===== src/shfifo_pkg.sv =====
package shfifo_pkg;

  // ----------------------------------------------------------------------
  // Fixed sizes shared by every block
  // ----------------------------------------------------------------------

  // Width of one data word
  localparam int DATA_W = 16;
  // Address width of the shared RAM
  localparam int ADDR_W = 5;
  // Number of RAM entries, split between the two channels
  localparam int RAM_DEPTH = 32;

  typedef logic [DATA_W-1:0] data_t;
  typedef logic [ADDR_W-1:0] addr_t;

  // Address window of one channel
  // Both ends are inclusive, base <= bound
  typedef struct packed {
    addr_t base;
    addr_t bound;
  } win_t;

  // One write into the shared RAM
  typedef struct packed {
    logic  valid;
    addr_t addr;
    data_t data;
  } wr_req_t;

  // ----------------------------------------------------------------------
  // Write arbiter state
  // ----------------------------------------------------------------------

  // Names the channel that wins the next conflict
  typedef enum logic {
    PRIO_CH0 = 1'b0,
    PRIO_CH1 = 1'b1
  } prio_e;

endpackage


===== src/shfifo_push_ctrl.sv =====
module shfifo_push_ctrl #(
  parameter bit EnableBypass = 1
) (
  input  logic                clk,
  input  logic                reset,
  // Producer side
  input  logic                push_valid,
  input  shfifo_pkg::data_t   push_data,
  output logic                push_ready,
  // Channel window and status
  input  shfifo_pkg::win_t    win,
  input  logic                full,
  // From the pop control, the consumer can take the word directly
  input  logic                bypass_ready,
  // Shared RAM write port
  input  logic                wr_grant,
  output shfifo_pkg::wr_req_t wr_req,
  // Accepted push, for bookkeeping in the channel
  output logic                push_beat
);

  import shfifo_pkg::*;

  // Current write pointer inside the window
  addr_t wr_addr;
  // Word goes straight to the pop side this cycle
  logic  use_bypass;
  // Write actually lands in the RAM this cycle
  logic  wr_taken;

  // ----------------------------------------------------------------------
  // Steering
  // ----------------------------------------------------------------------

  // Bypass only exists when enabled
  assign use_bypass = EnableBypass && bypass_ready;

  // Ask for the RAM port only when the word cannot go around it
  assign wr_req.valid = push_valid && !full && !use_bypass;
  assign wr_req.addr  = wr_addr;
  assign wr_req.data  = push_data;

  assign wr_taken = wr_req.valid && wr_grant;

  // Ready needs room plus a path, bypass or a granted write
  assign push_ready = !full && (use_bypass || wr_grant);
  assign push_beat  = push_valid && push_ready;

  // ----------------------------------------------------------------------
  // Write-address counter
  // ----------------------------------------------------------------------

  // Starts at base, steps on each granted write
  // Wraps from bound back to base
  always_ff @(posedge clk) begin
    if (reset) begin
      wr_addr <= win.base;
    end else if (wr_taken) begin
      if (wr_addr == win.bound) begin
        wr_addr <= win.base;
      end else begin
        wr_addr <= wr_addr + addr_t'(1);
      end
    end
  end

endmodule


===== src/shfifo_pop_ctrl.sv =====
module shfifo_pop_ctrl #(
  parameter bit EnableBypass = 1
) (
  input  logic              clk,
  input  logic              reset,
  // Consumer side
  output logic              pop_valid,
  output shfifo_pkg::data_t pop_data,
  input  logic              pop_ready,
  // Channel window and status
  input  shfifo_pkg::win_t  win,
  input  logic              empty,
  // Producer side, seen for the bypass path
  input  logic              push_valid,
  input  shfifo_pkg::data_t push_data,
  // Shared RAM read port of this channel
  input  shfifo_pkg::data_t rd_data,
  output shfifo_pkg::addr_t rd_addr,
  // To the push control
  output logic              bypass_ready,
  // Pop served from the RAM head
  output logic              ram_pop
);

  import shfifo_pkg::*;

  // Head pointer inside the window
  addr_t rd_ptr;
  // Pop side shows the producer's word this cycle
  logic  show_bypass;

  // ----------------------------------------------------------------------
  // Output selection
  // ----------------------------------------------------------------------

  // Nothing stored, so the push word is the head
  assign show_bypass = EnableBypass && empty;

  assign pop_valid = show_bypass ? push_valid : !empty;
  assign pop_data  = show_bypass ? push_data : rd_data;

  // Consumer can absorb a pushed word in the same cycle
  assign bypass_ready = show_bypass && pop_ready;

  // Only stored words move the read pointer
  assign ram_pop = pop_valid && pop_ready && !empty;

  assign rd_addr = rd_ptr;

  // ----------------------------------------------------------------------
  // Read-address counter
  // ----------------------------------------------------------------------

  // Same wrap rule as the write side
  always_ff @(posedge clk) begin
    if (reset) begin
      rd_ptr <= win.base;
    end else if (ram_pop) begin
      if (rd_ptr == win.bound) begin
        rd_ptr <= win.base;
      end else begin
        rd_ptr <= rd_ptr + addr_t'(1);
      end
    end
  end

endmodule


===== src/shfifo_channel.sv =====
module shfifo_channel #(
  parameter bit EnableBypass = 1
) (
  input  logic                clk,
  input  logic                reset,
  // Push side
  input  logic                push_valid,
  input  shfifo_pkg::data_t   push_data,
  output logic                push_ready,
  // Pop side
  output logic                pop_valid,
  output shfifo_pkg::data_t   pop_data,
  input  logic                pop_ready,
  // Fixed window in the shared RAM
  input  shfifo_pkg::win_t    win,
  // Shared write port through the arbiter
  input  logic                wr_grant,
  output shfifo_pkg::wr_req_t wr_req,
  // Own read port
  output shfifo_pkg::addr_t   rd_addr,
  input  shfifo_pkg::data_t   rd_data
);

  import shfifo_pkg::*;

  // One extra bit so a full window never aliases to zero
  typedef logic [ADDR_W:0] count_t;

  count_t occupancy;
  count_t capacity;
  logic   full;
  logic   empty;
  logic   bypass_ready;
  logic   push_beat;
  logic   ram_pop;
  logic   ram_push;

  // ----------------------------------------------------------------------
  // Occupancy
  // ----------------------------------------------------------------------

  // Window size, bound is inclusive
  assign capacity = count_t'(win.bound) - count_t'(win.base) + count_t'(1);

  // A push that did not bypass went into the RAM
  assign ram_push = push_beat && !bypass_ready;

  // Write and pop in one cycle cancel out
  always_ff @(posedge clk) begin
    if (reset) begin
      occupancy <= '0;
    end else if (ram_push && !ram_pop) begin
      occupancy <= occupancy + count_t'(1);
    end else if (ram_pop && !ram_push) begin
      occupancy <= occupancy - count_t'(1);
    end
  end

  assign full  = (occupancy == capacity);
  assign empty = (occupancy == '0);

  // ----------------------------------------------------------------------
  // Push and pop controls
  // ----------------------------------------------------------------------

  shfifo_push_ctrl #(
    .EnableBypass(EnableBypass)
  ) u_push_ctrl (
    .clk         (clk),
    .reset       (reset),
    .push_valid  (push_valid),
    .push_data   (push_data),
    .push_ready  (push_ready),
    .win         (win),
    .full        (full),
    .bypass_ready(bypass_ready),
    .wr_grant    (wr_grant),
    .wr_req      (wr_req),
    .push_beat   (push_beat)
  );

  shfifo_pop_ctrl #(
    .EnableBypass(EnableBypass)
  ) u_pop_ctrl (
    .clk         (clk),
    .reset       (reset),
    .pop_valid   (pop_valid),
    .pop_data    (pop_data),
    .pop_ready   (pop_ready),
    .win         (win),
    .empty       (empty),
    .push_valid  (push_valid),
    .push_data   (push_data),
    .rd_data     (rd_data),
    .rd_addr     (rd_addr),
    .bypass_ready(bypass_ready),
    .ram_pop     (ram_pop)
  );

endmodule


===== src/shfifo_wr_arbiter.sv =====
module shfifo_wr_arbiter (
  input  logic                clk,
  input  logic                reset,
  // Requests from the two channels
  input  shfifo_pkg::wr_req_t req0,
  input  shfifo_pkg::wr_req_t req1,
  // One grant per channel, never both
  output logic                grant0,
  output logic                grant1,
  // Winning request, to the RAM write port
  output shfifo_pkg::wr_req_t ram_wr
);

  import shfifo_pkg::*;

  prio_e prio;

  // ----------------------------------------------------------------------
  // Grant
  // ----------------------------------------------------------------------

  // Lone requester always wins
  // On a conflict the priority state decides
  assign grant0 = req0.valid && (!req1.valid || prio == PRIO_CH0);
  assign grant1 = req1.valid && (!req0.valid || prio == PRIO_CH1);

  // Idle port carries no write
  always_comb begin
    ram_wr = '0;
    if (grant0) begin
      ram_wr = req0;
    end else if (grant1) begin
      ram_wr = req1;
    end
  end

  // ----------------------------------------------------------------------
  // Round-robin state
  // ----------------------------------------------------------------------

  // Priority passes to the other channel after any grant
  always_ff @(posedge clk) begin
    if (reset) begin
      prio <= PRIO_CH0;
    end else if (grant0) begin
      prio <= PRIO_CH1;
    end else if (grant1) begin
      prio <= PRIO_CH0;
    end
  end

endmodule


===== src/shfifo_ram.sv =====
module shfifo_ram (
  input  logic                clk,
  // Single write port, shared through the arbiter
  input  shfifo_pkg::wr_req_t wr,
  // Read port of channel 0
  input  shfifo_pkg::addr_t   rd_addr0,
  output shfifo_pkg::data_t   rd_data0,
  // Read port of channel 1
  input  shfifo_pkg::addr_t   rd_addr1,
  output shfifo_pkg::data_t   rd_data1
);

  import shfifo_pkg::*;

  // Storage array
  data_t mem [RAM_DEPTH];

  // Write lands at the rising edge
  always_ff @(posedge clk) begin
    if (wr.valid) begin
      mem[wr.addr] <= wr.data;
    end
  end

  // Combinational reads
  // A word written at edge k is visible right after that edge
  assign rd_data0 = mem[rd_addr0];
  assign rd_data1 = mem[rd_addr1];

endmodule


===== src/shfifo_top.sv =====
module shfifo_top #(
  // Entries of channel 0, 1 to 31, channel 1 takes the rest
  parameter int Ch0Entries   = 4,
  parameter bit EnableBypass = 1
) (
  input  logic              clk,
  input  logic              reset,
  // Channel 0
  input  logic              push_valid0,
  input  shfifo_pkg::data_t push_data0,
  output logic              push_ready0,
  output logic              pop_valid0,
  output shfifo_pkg::data_t pop_data0,
  input  logic              pop_ready0,
  // Channel 1
  input  logic              push_valid1,
  input  shfifo_pkg::data_t push_data1,
  output logic              push_ready1,
  output logic              pop_valid1,
  output shfifo_pkg::data_t pop_data1,
  input  logic              pop_ready1
);

  import shfifo_pkg::*;

  // ----------------------------------------------------------------------
  // Address windows
  // ----------------------------------------------------------------------

  // Channel 0 sits at the bottom of the RAM
  localparam win_t Win0 = '{
    base:  addr_t'(0),
    bound: addr_t'(Ch0Entries - 1)
  };

  // Channel 1 runs up to the last entry
  localparam win_t Win1 = '{
    base:  addr_t'(Ch0Entries),
    bound: addr_t'(RAM_DEPTH - 1)
  };

  wr_req_t req0;
  wr_req_t req1;
  wr_req_t ram_wr;
  logic    grant0;
  logic    grant1;
  addr_t   rd_addr0;
  addr_t   rd_addr1;
  data_t   rd_data0;
  data_t   rd_data1;

  // ----------------------------------------------------------------------
  // Channels
  // ----------------------------------------------------------------------

  shfifo_channel #(
    .EnableBypass(EnableBypass)
  ) u_ch0 (
    .clk       (clk),
    .reset     (reset),
    .push_valid(push_valid0),
    .push_data (push_data0),
    .push_ready(push_ready0),
    .pop_valid (pop_valid0),
    .pop_data  (pop_data0),
    .pop_ready (pop_ready0),
    .win       (Win0),
    .wr_grant  (grant0),
    .wr_req    (req0),
    .rd_addr   (rd_addr0),
    .rd_data   (rd_data0)
  );

  shfifo_channel #(
    .EnableBypass(EnableBypass)
  ) u_ch1 (
    .clk       (clk),
    .reset     (reset),
    .push_valid(push_valid1),
    .push_data (push_data1),
    .push_ready(push_ready1),
    .pop_valid (pop_valid1),
    .pop_data  (pop_data1),
    .pop_ready (pop_ready1),
    .win       (Win1),
    .wr_grant  (grant1),
    .wr_req    (req1),
    .rd_addr   (rd_addr1),
    .rd_data   (rd_data1)
  );

  // ----------------------------------------------------------------------
  // Shared write port and storage
  // ----------------------------------------------------------------------

  shfifo_wr_arbiter u_wr_arbiter (
    .clk   (clk),
    .reset (reset),
    .req0  (req0),
    .req1  (req1),
    .grant0(grant0),
    .grant1(grant1),
    .ram_wr(ram_wr)
  );

  shfifo_ram u_ram (
    .clk     (clk),
    .wr      (ram_wr),
    .rd_addr0(rd_addr0),
    .rd_data0(rd_data0),
    .rd_addr1(rd_addr1),
    .rd_data1(rd_data1)
  );

endmodule


===== config.mk =====
export PLATFORM = sky130hd
export DESIGN_NAME = shfifo_top
export DESIGN_NICKNAME = d
export VERILOG_FILES = /design/src/shfifo_pkg.sv /design/src/shfifo_push_ctrl.sv /design/src/shfifo_pop_ctrl.sv /design/src/shfifo_channel.sv /design/src/shfifo_wr_arbiter.sv /design/src/shfifo_ram.sv /design/src/shfifo_top.sv
export SDC_FILE = /design/constraint.sdc
export NUM_CORES = 1
export LEC_CHECK = 0
export BUFFER_PORTS_ARGS = -buffer_cell sky130_fd_sc_hd__buf_2
export CAP_MARGIN = 20
export CORE_UTILIZATION = 59
export DETAILED_ROUTE_END_ITERATION = 7
export GPL_ROUTABILITY_DRIVEN = 0
export GPL_TIMING_DRIVEN = 0
export PLACE_DENSITY = 0.73
export REMOVE_ABC_BUFFERS = 1
export SYNTH_ARGS = -nofsm -noshare
export SYNTH_HDL_FRONTEND = slang
export SYNTH_SLANG_ARGS = --single-unit

===== constraint.sdc =====
create_clock -name clk -period 12.6 [get_ports clk]
set_input_delay 2.52 -clock clk [delete_from_list [all_inputs] [get_ports clk]]
set_output_delay 2.52 -clock clk [all_outputs]
set_load 0.02 [all_outputs]

-- After elaboration in Yosys (flattened, before gate mapping)
Memory sizes are Yosys's and may differ from the RTL's. A register that Yosys moved wholly into a read port is not among the register bits.
Index checks and enable logic that the tools add are counted.
- bits in registers: 33
- bits in writable memories: 512
- bits of input ports: 38
- output and inout bits: 36
- memories: 1
- $add $sub $neg: 8
- eq/ne operators: 6
- muxes and demuxes: 22
- bitwise gates (word level): 1
- reduce and logical (&&, ||, !) cells: 45
- memory list (memory ; depth ; bits a word ; read ports ; clocked after Yosys merged registers in ; wr ports ; RTL line ; RTL):
    u_ram.mem ; 32 ; 16 ; 2 ; 2 ; 1 ; shfifo_ram.sv:16 ; data_t mem [RAM_DEPTH];
- operators by type and width (operator ; number):
    two-way mux 22 bit ; 2
    two-way mux 5 bit ; 8
    two-way mux 16 bit ; 2
    logical AND 1 bit ; 24
    two-way mux 6 bit ; 4
    adder 5 x 1 -> 5 bit (second input constant) ; 4
    adder 6 x 1 -> 6 bit (second input constant) ; 2
    zero test 1 bit ; 12
    zero test 6 bit ; 2
    subtractor 6 x 1 -> 6 bit (second input constant) ; 2
    equality test 5 x 2 -> 1 bit (second input constant) ; 2
    equality test 5 bit (second input constant) ; 2
    equality test 6 x 3 -> 1 bit (second input constant) ; 1
    equality test 6 x 5 -> 1 bit (second input constant) ; 1
    two-way mux 1 bit ; 6
    nonzero test 2 bit ; 3
    logical OR 1 bit ; 4
    inverter 1 bit ; 1

-- Longest topological paths before layout
- depth after elaboration: 15
- depth in mapped cells: 13
- depth with buffers taken out: 12

-- Hierarchy
From an unflattened synthesis, not the netlist that was laid out.
- cells, all modules: 2077
- area, all modules: 28637.5 sq um
- modules (own cells, without submodules) (module ; times used ; cells an instance ; area an instance (sq um) ; seq. area each (sq um)):
    shfifo_ram ; 1 ; 1696 ; 24796.3 ; 15374.7
    shfifo_channel ; 2 ; 81 ; 700.7 ; 120.1
    shfifo_pop_ctrl ; 2 ; 46 ; 548.0 ; 150.1
    shfifo_push_ctrl ; 2 ; 45 ; 481.7 ; 150.1
    shfifo_wr_arbiter ; 1 ; 35 ; 372.9 ; 20.0
    shfifo_top ; 1 ; 2 ; 7.5 ; 0.0

-- Least setup slack after synthesis
No wires, ideal clock.
- kind: input-to-output
- start point: input pop_ready1
- end point: output push_ready1
- arrival: 3.467 ns
- data required time: 10.080 ns
- slack: 6.613 ns
- stages: 4
- path buffers: 0
- cell sequence: nor4b_1 > o21ai_0 > nand3_4 > nand2_1
- cells in the longest elaborated chain, start to end: 6
- RTL lines (element ; RTL line ; RTL):
    start, declared ; shfifo_top.sv:21 ; input logic pop_ready1
    logical AND 1 bit * ; shfifo_pop_ctrl.sv:43 ; assign bypass_ready = show_bypass && pop_ready;
    zero test 1 bit ; shfifo_push_ctrl.sv:39 ; assign wr_req.valid = push_valid && !full && !use_bypass;
    logical AND 1 bit ; shfifo_push_ctrl.sv:39 ;
    logical AND 1 bit ; shfifo_wr_arbiter.sv:25 ; assign grant1 = req1.valid && (!req0.valid || prio == PRIO_CH1);
    logical OR 1 bit * ; shfifo_push_ctrl.sv:46 ; assign push_ready = !full && (use_bypass || wr_grant);
    logical AND 1 bit * ; shfifo_push_ctrl.sv:46 ;
    end, declared ; shfifo_top.sv:18 ; output logic push_ready1,
Every way passes the cells marked *; elsewhere a longest branch is shown, timed or not.

==> reports/summary.txt <==
# resized after CTS: 0
FFs w/ async S/R, synth: 0%
Worst setup EP type: output port
core area: 43,300 µm²
slowest stage delay, CP: 840 ps
Cell Area, Placed: 28,100 µm²
post-synthesis sequential area ratio: 62.3%
gr usage total: 32.2%
Data arrival, critical path: 3880 ps
Max stage delay cell, worst path: dfxtp_4
worst slew pin tran: 1440 ps
Data required, critical path: 10,080 ps
drt drc: 0
clock slew at reported path FFs: 60 ps
# Max-Cap Violations: 0
CP Max Fanout: 33
Fin Setup TNS: 0 ps
cell with the most instances after synthesis: edfxtp_1
post-synth cell types: 58
clock sink count: 555
Pleak: 9.60 nW
die height: 212 µm
Vias/cell: 7.26
Cell Area, Synth: 26,100 µm²
die area: 45,000 µm²
Worst Setup EP: pop_data1[8]
IO buf count: 73
Setup Skew: 16.5 ps
Startpoint Class: flip-flop
worst r2r path cells: 8
total power per unit cell area: 200 nW/µm²
CTS tree: yes
1st-iter DRT viols: 2,074
Non-Filler Instances: 2,218
# nets final: 1,648
Synth Instances: 1,472
initial antenna violation count: 2
CTS buffer count: 55
vias in the first global route: 16,400
# diodes: 0
vias: 16,100
max frequency: 0.156 GHz
Post-synth EDFFs: 512
syn avg cell area: 17.7 µm²
Critical R2R Capture: u_ram.mem[1][6]
hold buffer count at cts: 0
most common flop cell mapped by yosys: edfxtp_1
sum of net half-perimeters after detailed placement: 44,900 µm
Peak VDD IR: 0.198 mV
post-synth top area share: 59.0%
global-route wire length before repair: 103,000 µm
top-level port count: 74
Synth Warn #: 0
Max Slew Vio Count: 0
Clock Latency Late Sink: 600 ps
Final period util: 50.8%
final setup fails: 0
Core Rows: 76
HP Class: flip-flop to flip-flop
CTS Root Cell: clkbuf_16
wirelength, routed: 69,900 µm
relative slew slack: 4.15%
Finished Cell Area: 30,000 µm²
global route overflow: 0
Initial Util: 60.2%
reg2reg start: u_ch0.occupancy[0]
Routed Antenna Nets: 0
Area growth syn-to-layout: 15.3%
status: finished, final reports clean
Post-CTS Repair Setup Buffers: 0
FF+latch count, synth: 555
drt wl/cell: 31.5 µm
placed insts: 2,106
Final Hold Fails: 0
area leader, netlist: edfxtp_1
r2r setup slk: 8650 ps
Tmin final: 6400 ps
Synth area leaders: edfxtp_1 (59%), mux4_2 (22%), a22oi_1 (3.7%)
CTS Buffer Depth: 3
RSZ-0062 raised after global routing: no
Detailed Routing Iterations Pass 1: 8
most instantiated cells after synthesis: edfxtp_1 (512), mux4_2 (256), a22oi_1 (128)
Die Width: 212 µm
critical path class: flip-flop to output port
largest net degree at the start of global routing: 49
ratio of cells with drive above 1 in the final layout: 34.9%
worst-path cell chain: buf_16 > buf_16 > mux4_2 > a22oi_1 > a21oi_1 > a21oi_1 > o21ai_0 > buf_2
htree depth: 2
## flip-flops by register name, indices dropped and copies added (netlist names), named ones only
| register | cells |
|---|---|
| u_ram.mem | 512 |
| u_ch0.occupancy | 6 |
| u_ch1.occupancy | 6 |
| u_ch0.u_pop_ctrl.rd_addr | 5 |
| u_ch0.u_push_ctrl.wr_addr | 5 |
| u_ch1.u_pop_ctrl.rd_addr | 5 |
| u_ch1.u_push_ctrl.wr_addr | 5 |
| u_wr_arbiter.prio | 1 |
## stage by stage
| stage | hold WS, ps | utilization, % | power (mW) | setup WS [ps] |
|---|---|---|---|---|
| 2_1_floorplan | 460 | - | 3.85 | 3340 |
| 3_3_place_gp | 483 | 61.6 | 4.49 | 351 |
| 3_5_place_dp | 493 | 64.8 | 4.38 | 6310 |
| 4_1_cts | 502 | 68.8 | 5.95 | 6190 |
| 5_1_grt | 523 | 69.4 | 6.23 | 5900 |
| 6_report | 509 | 69.4 | 6.00 | 6200 |
## worst min-delay path by stage
stage                                             from                      endpoint  cells after the start
after floorplan            u_ch1.u_pop_ctrl.rd_addr[3]                     flip-flop                      2
after CTS                 u_ch1.u_push_ctrl.wr_addr[4]  u_ch1.u_push_ctrl.wr_addr[4]                      2
final                               u_ch1.occupancy[5]            u_ch1.occupancy[5]                      2
after global placement     u_ch0.u_pop_ctrl.rd_addr[1]   u_ch0.u_pop_ctrl.rd_addr[1]                      2
after global routing      u_ch1.u_push_ctrl.wr_addr[4]  u_ch1.u_push_ctrl.wr_addr[4]                      2
after detailed placement  u_ch1.u_push_ctrl.wr_addr[4]  u_ch1.u_push_ctrl.wr_addr[4]                      2
## per-layer routing
metal / part of all wire, % / vias to the layer above / global-route usage (%)
met5: 0.031 / - / 0
li1: - / 6540 / -
met3: 12 / 196 / 7.95
met1: 35 / 8216 / 42.1
met4: 4.3 / 4 / 15.1
met2: 49 / 1155 / 51.4
## cell type report
type / instances / area, µm²
inverter: 9 / 41.3
tap: 585 / 732
sequential: 555 / 16300
clock buffer: 71 / 1520
clock inverter: 27 / 201
fill: 2650 / 13200
multi-input combinational: 794 / 9570
timing repair buffer: 177 / 1720
## worst max-delay path: cells and delay by family (launching register included)
kind | cells | cell delay, ps
multiplexers | 1 | 560
AO/OA/AOI/OAI | 4 | 1010
flip-flops | 1 | 840
buffers and inverters | 3 | 800
## cells in the final DEF (no fill, tap or decap), drive strengths merged, types with 5 or more instances in the layout
cell | synthesis | routed
a21o | 5 | 5
a21oi | 87 | 87
a22o | 19 | 19
a22oi | 131 | 131
buf | 40 | 177
clkbuf | 74 | 71
clkinv | 1 | 24
dfxtp | 43 | 43
edfxtp | 512 | 512
ha | 16 | 16
inv | 8 | 9
mux2i | 8 | 8
mux4 | 256 | 256
nand2 | 83 | 83
nand3 | 9 | 9
nand4 | 5 | 5
nor2 | 25 | 25
nor2b | 6 | 6
nor4 | 37 | 37
o21ai | 45 | 45
or3 | 8 | 8
xnor2 | 6 | 6
## report_power, final
group	internal [mW]	switching, mW	total, mW
logic	0.909	1.16	2.07
clock network	0.905	0.680	1.58
registers	2.23	0.122	2.35
total	4.04	1.96	6.00
## logic make-up (layout without fill, tap and decap cells)
family | after synthesis | in the layout | share of synthesized area (%)
AOI/OAI and AO/OA | 310 | 310 | 8.03
xor gates and xnor gates | 10 | 10 | 0.336
adders and majority gates | 18 | 18 | 0.922
buffers and inverters | 123 | 284 | 2.04
DFF | 555 | 555 | 62.3
muxes | 264 | 264 | 22.4
and+or+nand+nor | 192 | 192 | 3.91
No activity file was read; power rests on OpenSTA's default activity.
